==> config.mk <==
export PLATFORM = sky130hd
export DESIGN_NAME = mul_axil_top
export DESIGN_NICKNAME = d
export VERILOG_FILES = /design/src/verilog/mul_pkg.sv /design/src/verilog/kogge_stone_adder.sv /design/src/verilog/nibble_product_reducer.sv /design/src/verilog/axil_mul_regs.sv /design/src/verilog/mul_axil_top.sv
export VERILOG_INCLUDE_DIRS = /design/src /design/src/verilog
export SDC_FILE = /design/constraint.sdc
export NUM_CORES = 1
export LEC_CHECK = 0
export BUFFER_PORTS_ARGS = -buffer_cell sky130_fd_sc_hd__buf_2
export CAP_MARGIN = 20
export CORE_MARGIN = 2
export CORE_UTILIZATION = 42
export CTS_BUF_LIST = sky130_fd_sc_hd__clkbuf_16
export DETAILED_ROUTE_END_ITERATION = 8
export PLACE_DENSITY = 0.7
export SETUP_SLACK_MARGIN = 0.5
export SLEW_MARGIN = 5
export SYNTH_ARGS = -nofsm -noshare
export SYNTH_HDL_FRONTEND = slang
export SYNTH_SLANG_ARGS = --single-unit
==> constraint.sdc <==
create_clock -name clk -period 6 [get_ports clk]
set_input_delay 1.2 -clock clk [delete_from_list [all_inputs] [get_ports clk]]
set_output_delay 1.2 -clock clk [all_outputs]
set_load 0.1 [all_outputs]
==> src/verilog/mul_defines.svh <==
`ifndef MUL_DEFINES_SVH
`define MUL_DEFINES_SVH

`define MUL_OPERAND_WIDTH 8
`define MUL_NIBBLE_WIDTH  4
`define MUL_PARTIAL_WIDTH 12   // holds 15 * 255
`define MUL_PRODUCT_WIDTH 16

`define AXIL_ADDR_WIDTH   4
`define AXIL_DATA_WIDTH   32

`define MUL_REG_OPERANDS  4'h0   // {b, a} in bits 15:0
`define MUL_REG_PRODUCT   4'h4   // read only

`endif

==> src/verilog/mul_pkg.sv <==
`include "mul_defines.svh"

package mul_pkg;

    typedef logic [`MUL_OPERAND_WIDTH-1:0]   operand_t;
    typedef logic [`MUL_NIBBLE_WIDTH-1:0]    nibble_t;
    typedef logic [`MUL_PARTIAL_WIDTH-1:0]   partial_t;
    typedef logic [`MUL_PRODUCT_WIDTH-1:0]   product_t;
    typedef logic [`AXIL_ADDR_WIDTH-1:0]     axil_addr_t;
    typedef logic [`AXIL_DATA_WIDTH-1:0]     axil_data_t;
    typedef logic [`AXIL_DATA_WIDTH/8-1:0]   axil_strb_t;

    typedef enum logic [1:0] {
        OKAY   = 2'b00,
        SLVERR = 2'b10
    } axil_resp_t;

    typedef struct packed {
        logic       awvalid;
        axil_addr_t awaddr;
        logic       wvalid;
        axil_data_t wdata;
        axil_strb_t wstrb;
        logic       bready;
        logic       arvalid;
        axil_addr_t araddr;
        logic       rready;
    } axil_req_t;

    typedef struct packed {
        logic       awready;
        logic       wready;
        logic       bvalid;
        axil_resp_t bresp;
        logic       arready;
        logic       rvalid;
        axil_data_t rdata;
        axil_resp_t rresp;
    } axil_rsp_t;

    typedef enum logic {WR_IDLE, WR_RESP} wr_state_t;
    typedef enum logic {RD_IDLE, RD_DATA} rd_state_t;

endpackage

==> src/verilog/kogge_stone_adder.sv <==
module kogge_stone_adder #(
    parameter int WIDTH = 16
) (
    input  logic [WIDTH-1:0] in1,
    input  logic [WIDTH-1:0] in2,
    output logic [WIDTH-1:0] sum,
    output logic             cout
);

    localparam int LEVELS = $clog2(WIDTH);

    logic [WIDTH-1:0] g0;      // bitwise generate
    logic [WIDTH-1:0] p0;      // bitwise propagate, reused for the sum
    logic [WIDTH-1:0] g_top;   // group generate down to bit 0
    logic [WIDTH-1:0] carry;

    assign g0 = in1 & in2;
    assign p0 = in1 ^ in2;

    for (genvar lvl = 0; lvl < LEVELS; lvl++) begin : g_level
        localparam int DIST = 1 << lvl;
        logic [WIDTH-1:0] g_in;
        logic [WIDTH-1:0] p_in;
        logic [WIDTH-1:0] g_out;
        logic [WIDTH-1:0] p_out;

        if (lvl == 0) begin : g_first
            assign g_in = g0;
            assign p_in = p0;
        end else begin : g_next
            assign g_in = g_level[lvl-1].g_out;
            assign p_in = g_level[lvl-1].p_out;
        end

        for (genvar i = 0; i < WIDTH; i++) begin : g_bit
            if (i < DIST) begin : g_pass
                assign g_out[i] = g_in[i];   // already complete
                assign p_out[i] = p_in[i];
            end else if (i < 2 * DIST) begin : g_gray
                // span now reaches bit 0, so only generate matters
                assign g_out[i] = g_in[i] | (p_in[i] & g_in[i-DIST]);
                assign p_out[i] = p_in[i];
            end else begin : g_black
                assign g_out[i] = g_in[i] | (p_in[i] & g_in[i-DIST]);
                assign p_out[i] = p_in[i] & p_in[i-DIST];
            end
        end
    end

    assign g_top = g_level[LEVELS-1].g_out;

    // carry into bit i is the prefix generate of bits i-1:0
    assign carry = {g_top[WIDTH-2:0], 1'b0};
    assign sum   = p0 ^ carry;
    assign cout  = g_top[WIDTH-1];

endmodule

==> src/verilog/nibble_product_reducer.sv <==
`include "mul_defines.svh"

module nibble_product_reducer (
    input  mul_pkg::nibble_t  multiplier,
    input  mul_pkg::operand_t multiplicand,
    output mul_pkg::partial_t partial
);

    import mul_pkg::*;

    partial_t rows [`MUL_NIBBLE_WIDTH];   // gated, shifted copies of b
    partial_t sum1;
    partial_t carry1;
    partial_t carry1_sh;
    partial_t sum2;
    partial_t carry2;
    partial_t carry2_sh;

    for (genvar k = 0; k < `MUL_NIBBLE_WIDTH; k++) begin : g_row
        assign rows[k] = multiplier[k] ? (partial_t'(multiplicand) << k) : '0;
    end

    // first 3:2 level over rows 0..2
    assign sum1      = rows[0] ^ rows[1] ^ rows[2];
    assign carry1    = (rows[0] & rows[1]) | (rows[0] & rows[2]) | (rows[1] & rows[2]);
    assign carry1_sh = carry1 << 1;

    // second level folds in row 3
    assign sum2      = sum1 ^ carry1_sh ^ rows[3];
    assign carry2    = (sum1 & carry1_sh) | (sum1 & rows[3]) | (carry1_sh & rows[3]);
    assign carry2_sh = carry2 << 1;

    // 15 * 255 fits in 12 bits, no carry out
    kogge_stone_adder #(
        .WIDTH (`MUL_PARTIAL_WIDTH)
    ) u_final (
        .in1  (sum2),
        .in2  (carry2_sh),
        .sum  (partial),
        .cout ()
    );

endmodule

==> src/verilog/axil_mul_regs.sv <==
`include "mul_defines.svh"

module axil_mul_regs (
    input  logic               clk,
    input  logic               rst_n,
    input  mul_pkg::axil_req_t axil_req,
    output mul_pkg::axil_rsp_t axil_rsp,
    input  mul_pkg::product_t  product,
    output mul_pkg::operand_t  operand_a,
    output mul_pkg::operand_t  operand_b
);

    import mul_pkg::*;

    wr_state_t  wr_state;
    rd_state_t  rd_state;
    axil_resp_t bresp;
    axil_resp_t rresp;
    axil_data_t rdata;
    axil_data_t rd_value;    // decoded read data
    axil_resp_t rd_status;
    logic       wr_fire;     // aw and w accepted this cycle
    logic       rd_fire;
    logic       wr_hit;

    assign wr_fire = (wr_state == WR_IDLE) && axil_req.awvalid && axil_req.wvalid;
    assign rd_fire = (rd_state == RD_IDLE) && axil_req.arvalid;
    assign wr_hit  = (axil_req.awaddr == `MUL_REG_OPERANDS);

    always_ff @(posedge clk or negedge rst_n) begin
        if (!rst_n) begin
            wr_state <= WR_IDLE;
        end else begin
            case (wr_state)
                WR_IDLE: begin
                    if (wr_fire) begin
                        wr_state <= WR_RESP;
                    end
                end
                WR_RESP: begin
                    if (axil_req.bready) begin
                        wr_state <= WR_IDLE;
                    end
                end
                default: wr_state <= WR_IDLE;
            endcase
        end
    end

    always_ff @(posedge clk or negedge rst_n) begin
        if (!rst_n) begin
            operand_a <= '0;
            operand_b <= '0;
        end else if (wr_fire && wr_hit) begin
            if (axil_req.wstrb[0]) begin
                operand_a <= axil_req.wdata[`MUL_OPERAND_WIDTH-1:0];
            end
            if (axil_req.wstrb[1]) begin
                operand_b <= axil_req.wdata[2*`MUL_OPERAND_WIDTH-1:`MUL_OPERAND_WIDTH];
            end
        end
    end

    always_ff @(posedge clk) begin
        if (wr_fire) begin
            bresp <= wr_hit ? OKAY : SLVERR;
        end
    end

    always_comb begin
        rd_value  = '0;
        rd_status = OKAY;
        case (axil_req.araddr)
            `MUL_REG_OPERANDS: rd_value = axil_data_t'({operand_b, operand_a});
            `MUL_REG_PRODUCT:  rd_value = axil_data_t'(product);
            default:           rd_status = SLVERR;   // data stays zero
        endcase
    end

    always_ff @(posedge clk or negedge rst_n) begin
        if (!rst_n) begin
            rd_state <= RD_IDLE;
        end else begin
            case (rd_state)
                RD_IDLE: begin
                    if (rd_fire) begin
                        rd_state <= RD_DATA;
                    end
                end
                RD_DATA: begin
                    if (axil_req.rready) begin
                        rd_state <= RD_IDLE;
                    end
                end
                default: rd_state <= RD_IDLE;
            endcase
        end
    end

    // product sampled as it stands at the ar handshake
    always_ff @(posedge clk) begin
        if (rd_fire) begin
            rdata <= rd_value;
            rresp <= rd_status;
        end
    end

    always_comb begin
        axil_rsp.awready = wr_fire;
        axil_rsp.wready  = wr_fire;
        axil_rsp.bvalid  = (wr_state == WR_RESP);
        axil_rsp.bresp   = bresp;
        axil_rsp.arready = (rd_state == RD_IDLE);
        axil_rsp.rvalid  = (rd_state == RD_DATA);
        axil_rsp.rdata   = rdata;
        axil_rsp.rresp   = rresp;
    end

    a_bresp_held: assert property (@(posedge clk) disable iff (!rst_n)
        axil_rsp.bvalid && !axil_req.bready |=> axil_rsp.bvalid && $stable(axil_rsp.bresp));

    a_rdata_held: assert property (@(posedge clk) disable iff (!rst_n)
        axil_rsp.rvalid && !axil_req.rready |=> axil_rsp.rvalid && $stable(axil_rsp.rdata));

    a_no_write_in_resp: assert property (@(posedge clk) disable iff (!rst_n)
        wr_state == WR_RESP |-> !axil_rsp.awready && !axil_rsp.wready);

endmodule

==> src/verilog/mul_axil_top.sv <==
`include "mul_defines.svh"

module mul_axil_top (
    input  logic               clk,
    input  logic               rst_n,
    input  mul_pkg::axil_req_t axil_req,
    output mul_pkg::axil_rsp_t axil_rsp
);

    import mul_pkg::*;

    operand_t operand_a;
    operand_t operand_b;
    partial_t partial_lo;   // a[3:0] * b
    partial_t partial_hi;   // a[7:4] * b
    product_t addend_lo;
    product_t addend_hi;
    product_t product;

    axil_mul_regs u_regs (
        .clk       (clk),
        .rst_n     (rst_n),
        .axil_req  (axil_req),
        .axil_rsp  (axil_rsp),
        .product   (product),
        .operand_a (operand_a),
        .operand_b (operand_b)
    );

    nibble_product_reducer reducer_lo (
        .multiplier   (operand_a[`MUL_NIBBLE_WIDTH-1:0]),
        .multiplicand (operand_b),
        .partial      (partial_lo)
    );

    nibble_product_reducer reducer_hi (
        .multiplier   (operand_a[`MUL_OPERAND_WIDTH-1:`MUL_NIBBLE_WIDTH]),
        .multiplicand (operand_b),
        .partial      (partial_hi)
    );

    assign addend_lo = product_t'(partial_lo);
    assign addend_hi = {partial_hi, {`MUL_NIBBLE_WIDTH{1'b0}}};   // weight 16

    // 255 * 255 fits in 16 bits
    kogge_stone_adder #(
        .WIDTH (`MUL_PRODUCT_WIDTH)
    ) u_combine (
        .in1  (addend_lo),
        .in2  (addend_hi),
        .sum  (product),
        .cout ()
    );

endmodule

### Yosys cells after proc, flatten, opt, wreduce, memory -nomap -nowiden

Cells that the tools add are included.

| storage, ports and cells | value |
|---|---|
| logic and storage cells | 348 |
| flip-flop bits (word level) | 54 |
| input bits | 51 |
| output and inout bits | 41 |

| operators by class | value |
|---|---|
| reduce and logical (&&, ||, !) cells | 9 |
| eq/ne operators | 1 |
| bitwise logic cells | 314 |
| mux-type cells | 17 |

Operators by type and width:

| operator | number |
|---|---|
| 1-bit bitwise AND | 172 |
| 11-bit bitwise AND | 14 |
| 1-bit OR | 103 |
| 12-bit bitwise XOR | 8 |
| 11-bit OR | 8 |
| 16-bit one-hot mux with 2 select lines | 1 |
| 12-bit by 10-bit bitwise XOR with 12-bit output | 2 |
| 12-bit by 11-bit bitwise XOR with 12-bit output | 2 |
| 11-bit two-way mux | 2 |
| 10-bit two-way mux | 2 |
| 9-bit two-way mux | 2 |
| 8-bit two-way mux | 2 |
| 12-bit by 16-bit bitwise XOR with 16-bit output | 1 |
| 16-bit bitwise XOR | 1 |
| 12-bit by 15-bit bitwise AND with 15-bit output | 1 |
| 4-bit zero test | 2 |
| 4-bit by 3-bit == test with 1-bit output (second input constant) | 1 |
| 1-bit logical AND | 4 |
| 1-bit two-way mux | 4 |
| 2-bit two-way mux | 2 |
| 1-bit one-hot mux with 2 select lines | 2 |
| 2-bit AND reduction | 2 |
| 1-bit NOT | 2 |
| 2-bit OR reduction | 1 |

### Depth between registers and ports, before layout

| depth | value |
|---|---|
| word-level depth | 26 |
| mapped depth | 22 |

### By module

Synthesis repeated with hierarchy kept, for this count alone.

| second synthesis, totals | value |
|---|---|
| cell total of the unflattened synthesis | 522 |
| area, all modules | 4713.3 um2 |

By module, submodules not included:

| module | instances | seq. area each (um2) | cells each | area each (um2) |
|---|---|---|---|---|
| axil_mul_regs | 1 | 991.0 | 123 | 1671.6 |
| kogge_stone_adder at reducer_hi.u_final ... | 2 | 0.0 | 82 | 603.1 |
| nibble_product_reducer | 2 | 0.0 | 61 | 501.7 |
| kogge_stone_adder at u_combine | 1 | 0.0 | 112 | 828.3 |
| mul_axil_top | 1 | 0.0 | 1 | 3.8 |

### Worst setup path after synthesis

Ideal clock, no wire load.

| timing path | value |
|---|---|
| kind | reg-to-reg |
| start point | register u_regs.operand_b[3] |
| end point | register u_regs.rdata[15] (data pin) |
| required time | 5.733 ns |
| setup time | 0.267 ns |
| arrival | 4.390 ns |
| period minus slack after synthesis | 4.656 ns |
| path slack | 1.344 ns |
| cell stages (with the launch flop) | 23 |
| path through | dfrtp_1 clkbuf_1 and2_1 fa_1 inv_1 fa_1 inv_1 ha_1 fa_1 a21o_1 a21oi_1 o21bai_1 a21oi_1 nor2b_1 o21ai_1 nand2b_1 ha_1 nor4_1 a21boi_0 nor3b_2 nand3_1 xnor2_1 o22ai_1 |

| between the ends | value |
|---|---|
| longest elaborated chain between the ends | 24 |
| elaborated cells on any way between the ends | 208 |
| classes of those cells | mux: 9; bitwise: 199 |

Ends and longest elaborated chain:

| item | line | source |
|---|---|---|
| start, declared | axil_mul_regs.sv:10 | `output mul_pkg::operand_t operand_b` |
| start signal, assigned | axil_mul_regs.sv:59 | `` operand_b <= axil_req.wdata[2*`MUL_OPERAND_WIDTH-1:`MUL_OPERAND_WIDTH]; `` |
| 10-bit two-way mux, or another cell as far along | nibble_product_reducer.sv:20 | `assign rows[k] = multiplier[k] ? (partial_t'(multiplicand) << k) : '0;` |
| 11-bit bitwise AND or 12-bit bitwise XOR (tied branches) | nibble_product_reducer.sv:25, nibble_product_reducer.sv:24 |  |
| 11-bit OR or 12-bit by 10-bit bitwise XOR with 12-bit output (tied branches) | nibble_product_reducer.sv:25, nibble_product_reducer.sv:24 |  |
| 11-bit OR or 11-bit bitwise AND (tied branches) | nibble_product_reducer.sv:25, nibble_product_reducer.sv:30 |  |
| 11-bit bitwise AND, or another cell as far along | nibble_product_reducer.sv:30 | `assign carry2 = (sum1 & carry1_sh) \| (sum1 & rows[3]) \| (carry1_sh & rows[3]);` |
| 11-bit OR or 12-bit by 11-bit bitwise XOR with 12-bit output (tied branches) | nibble_product_reducer.sv:30, nibble_product_reducer.sv:29 |  |
| 11-bit OR or 12-bit bitwise XOR (tied branches) | nibble_product_reducer.sv:30, kogge_stone_adder.sv:18 |  |
| 11-bit bitwise AND, or another cell as far along | kogge_stone_adder.sv:17 | `assign g0 = in1 & in2;` |
| [... 9 more ...] | n/a |  |
| 1-bit OR or 1-bit bitwise AND (tied branches) | kogge_stone_adder.sv:44 | `assign g_out[i] = g_in[i] \| (p_in[i] & g_in[i-DIST]);` |
| 1-bit bitwise AND or 1-bit OR (tied branches) | kogge_stone_adder.sv:44 |  |
| 1-bit OR or 1-bit bitwise AND (tied branches) | kogge_stone_adder.sv:44 |  |
| 1-bit OR | kogge_stone_adder.sv:44 |  |
| 1-bit OR | kogge_stone_adder.sv:41 | `assign g_out[i] = g_in[i] \| (p_in[i] & g_in[i-DIST]);` |
| 16-bit bitwise XOR * | kogge_stone_adder.sv:54 | `assign sum = p0 ^ carry;` |
| 16-bit one-hot mux with 2 select lines * | axil_mul_regs.sv:73 | `case (axil_req.araddr)` |
| via u_regs.rd_value[15] | axil_mul_regs.sv:20 | `axil_data_t rd_value;` |
| end signal, assigned | axil_mul_regs.sv:103 | `rdata <= rd_value;` |
| end, declared | axil_mul_regs.sv:19 | `axil_data_t rdata;` |

The timed path passes the listed nets; every way through them passes the cells marked *.
A chain may end at the register's enable or synchronous reset.

### Worst setup path after layout

Ends and elaborated chain as after synthesis.

==> results.yml <==
final_layout:
  final_cell_mix: "buf_2, nand2_1, and2_1"
  final_common_cell: "buf_2"
  drive_gt1_share_pct: 16.71
  antenna_cells: 0
  nNetsFinal: 516
  syn2layout_area_growth_pct: 11.45
timing:
  setup_viol: 0
  hold_viol: 0
  tns_ns: 0
  drv_slew: 0
  setup_ws_ns: 0.8369
  min_period_over_period_pct: 86.05
  worstMarginPinSlew_ns: 0.5822
  rsz0062_at_grt: "no"
  layout_min_cycle_time_ns: 5.163
  fmax_ghz: 0.1937
  finClkSkew_ns: 0.002952
  relSlewSlack_pct: 61.19
floorplan:
  core_um2: 8258
  num_io_pins: 92
  initial_utilization_pct: 43.39
  die_width_um: 96.37
  die_area_um2: 9287
  fp.dieH_um: 96.37
  rows: 33
drt:
  firstDrtPassIters: 4
  viasPerCell: 4.979
  ant_nets: 0
  vias: 2549
  drt_iter0_markers: 127
  routed_wirelength_um: 6884
  wl_per_cell_um: 13.45
  drc: 0
synth:
  synth-xor-area-share_pct: 4.888
  syn_inst: 366
  synth_top_cell_by_area: "fa_1"
  synth_top_area_share_pct: 16.20
  synth-adder-area-share_pct: 26.68
  yosys_warnings: 0
  synth_compound_area_share_pct: 9.218
  ys_ff_latch: 36
  synthTopCellsByArea: "fa_1, edfxtp_1, dfrtp_1, ha_1, and2_1"
  synth_cell_types: 38
  synth-simple-area-share_pct: 14.46
  muxShareOfSynthArea_pct: 7.263
  synth_area_per_cell_um2: 9.791
  netlist_area_um2: 3583
  synth_top_family_by_area: "adder cells"
  synth-seq-area-share_pct: 27.65
setup_path:
  crit_type: "reg -> reg"
  end_kind: "flop"
  cp.required_ns: 6.02
  cp_common_cell: "fa_1"
  cp_max_fo: 10
  crit_path_cell_trace: "and2_1 > fa_1 > inv_1 > fa_1 > inv_1 > ha_1 > fa_1 > a21o_1 > a21oi_1 > o21bai_1 > a21oi_1 > nor2b_1 > o21ai_1 > nand2b_1 > ha_1 > nor4_1 > a21boi_1 > nor3b_2 > nand3_1 > xnor2_1 > o22ai_1"
  startpoint_type: "flop"
  slowest_delay_ns: 0.55
  arrival_ns: 5.18
  crit_slowest_cell: "fa_1"
global_routing:
  grt_use_met3_pct: 2.948
  grt_max_degree: 19
  grt.busiest_layer: "met2"
  grt_overflow: 0
  gr-usage-met2_pct: 30.50
  grt_pass1_wl_um: 12340
  antenna_found_initial: 0
  track_usage_pct: 17.16
  grtUsageMet1_pct: 20.82
  grt_pass1_vias: 2729
place:
  hpwl_um: 5472
  gp_congestion: 0.8326
  io_buffers: 55
  post-place-ws_ns: 0.8112
cts:
  cts.path.max_buffers: 2
  clk_pin_slew_worst_paths_ns: 0.06
  cts_root_buffer: "clkbuf_16"
  numCtsBuffers: 5
  ctsHoldBuffers: 0
  cts.sinks: 36
  htree_levels: 2
  cts_tree: "done"
  insertion_delay_ns: 0.29
run:
  drv_cap: 0
power_and_ir_drop:
  p_leak_nw: 2.095
  ir_drop_v: 0.0001130
  totalPowerFinal_w: 0.0008700
  power_density_nw_per_um2: 217.8
min_path:
  hp-class: "reg -> reg"
run_status:
  status: "complete, no violations"
worst paths after layout:
path	cells after the start	from	end	slack, ns
worst max-delay path	21	u_regs.operand_b[3]$_DFFE_PN0P_	u_regs.rdata[15]$_DFFE_PP_	0.84
worst min-delay path	2	u_regs.rd_state$_DFF_PN0_	u_regs.rd_state$_DFF_PN0_	0.55
worst max register to register	21	u_regs.operand_b[3]$_DFFE_PN0P_	u_regs.rdata[15]$_DFFE_PP_	0.84
worst min register to register	2	u_regs.rd_state$_DFF_PN0_	u_regs.rd_state$_DFF_PN0_	0.55
max in group asynchronous	1	rst_n	u_regs.rd_state$_DFF_PN0_	4.89
min in group asynchronous	1	rst_n	u_regs.wr_state$_DFF_PN0_	0.83
cell families (layout without fill, tap and decap cells):
| group | after synthesis | in the layout |
|---|---|---|
| adders and majority gates | 59 | 59 |
| DFF | 36 | 36 |
| buffers and inverters | 71 | 95 |
| other | 1 | 18 |
| AOI/OAI and AO/OA | 52 | 52 |
| muxes | 24 | 24 |
| and+or+nand+nor | 103 | 103 |
| xor gates and xnor gates | 20 | 20 |
metal layers:
| layer | routed length, µm | share of wire [%] |
|---|---|---|
| met5 | 0 | 0 |
| met4 | 129 | 1.9 |
| met3 | 338 | 4.9 |
| met2 | 3314 | 48 |
| met1 | 3101 | 45 |
area by class of cell:
cell class / count / area, µm²
Clock buffer: 6 / 150.1
Clock inverter: 2 / 15.01
Fill cell: 780 / 4264
Inverter: 31 / 116.4
Multi-Input combinational cell: 276 / 2307
Sequential cell: 36 / 991.0
Tap cell: 105 / 131.4
Timing Repair Buffer: 56 / 282.8
flip-flops by register name, indices dropped and copies added (netlist names):
| signal | count |
|---|---|
| u_regs.rd_state | 1 |
| u_regs.rdata | 16 |
| u_regs.bresp | 1 |
| u_regs.rresp | 1 |
| u_regs.operand_b | 8 |
| u_regs.operand_a | 8 |
| u_regs.wr_state | 1 |
timing repair:
item                                    in CTS  in global routing
endpoints found under the setup margin       0                  1
setup buffers                                0                  0
resized for setup                            0                  1
worst max-delay path, delay by kind of cell (launching register included):
family	cells	cell delay, ns
flops	1	0.51
simple gates	6	0.97
xor+xnor	1	0.12
buf+inv	2	0.11
fa+ha+maj	5	1.93
compound gates	7	1.26
cell usage after synthesis:
cell and n:
or4_1 1, a21o_1 7, nand3_1 3, xnor2_1 15, buf_1 1, a21boi_0 1
o21ai_1 5, a21oi_1 17, a211oi_1 5, buf_4 22, nand2_1 37, o21bai_1 6
and2_1 33, nor3b_2 1, and3_1 1, o22ai_1 3, dfrtp_1 18, mux2i_1 8
or2_1 1, fa_1 29, mux2_1 16, o21ai_0 4, nor2b_1 3, inv_1 31
o211ai_1 1, xor2_1 5, edfxtp_1 18, or3_1 1, nand2b_1 4, conb_1 1
nor4_1 1, nor2_1 15, a221oi_2 1, a211o_1 1, ha_1 30, o21a_1 1
clkbuf_1 17, nand2_2 2
metrics by stage:
step | cells | utilization (%) | instance area [µm²] | hold WS (ns)
finish | 512 | 48.36 | 3994 | 0.5541
global route | 512 | 48.36 | 3994 | 0.6163
CTS | 512 | 48.36 | 3994 | 0.5600
detailed placement | 504 | 46.36 | 3829 | 0.5506
global placement | 504 | 46.36 | 3829 | 0.5388
floorplan | 383 | - | 3647 | 0.5272
power breakdown:
| part | internal [W] | total, W | leakage, nW | switching, W |
|---|---|---|---|---|
| registers | 0.000283 | 0.000322 | 0.413 | 0.0000391 |
| clock network | 0.000181 | 0.000294 | 0.0829 | 0.000113 |
| logic | 0.0000612 | 0.000255 | 1.60 | 0.000193 |
| total | 0.000525 | 0.000870 | 2.10 | 0.000345 |
Note: power is estimated with default switching activity, not from simulation.
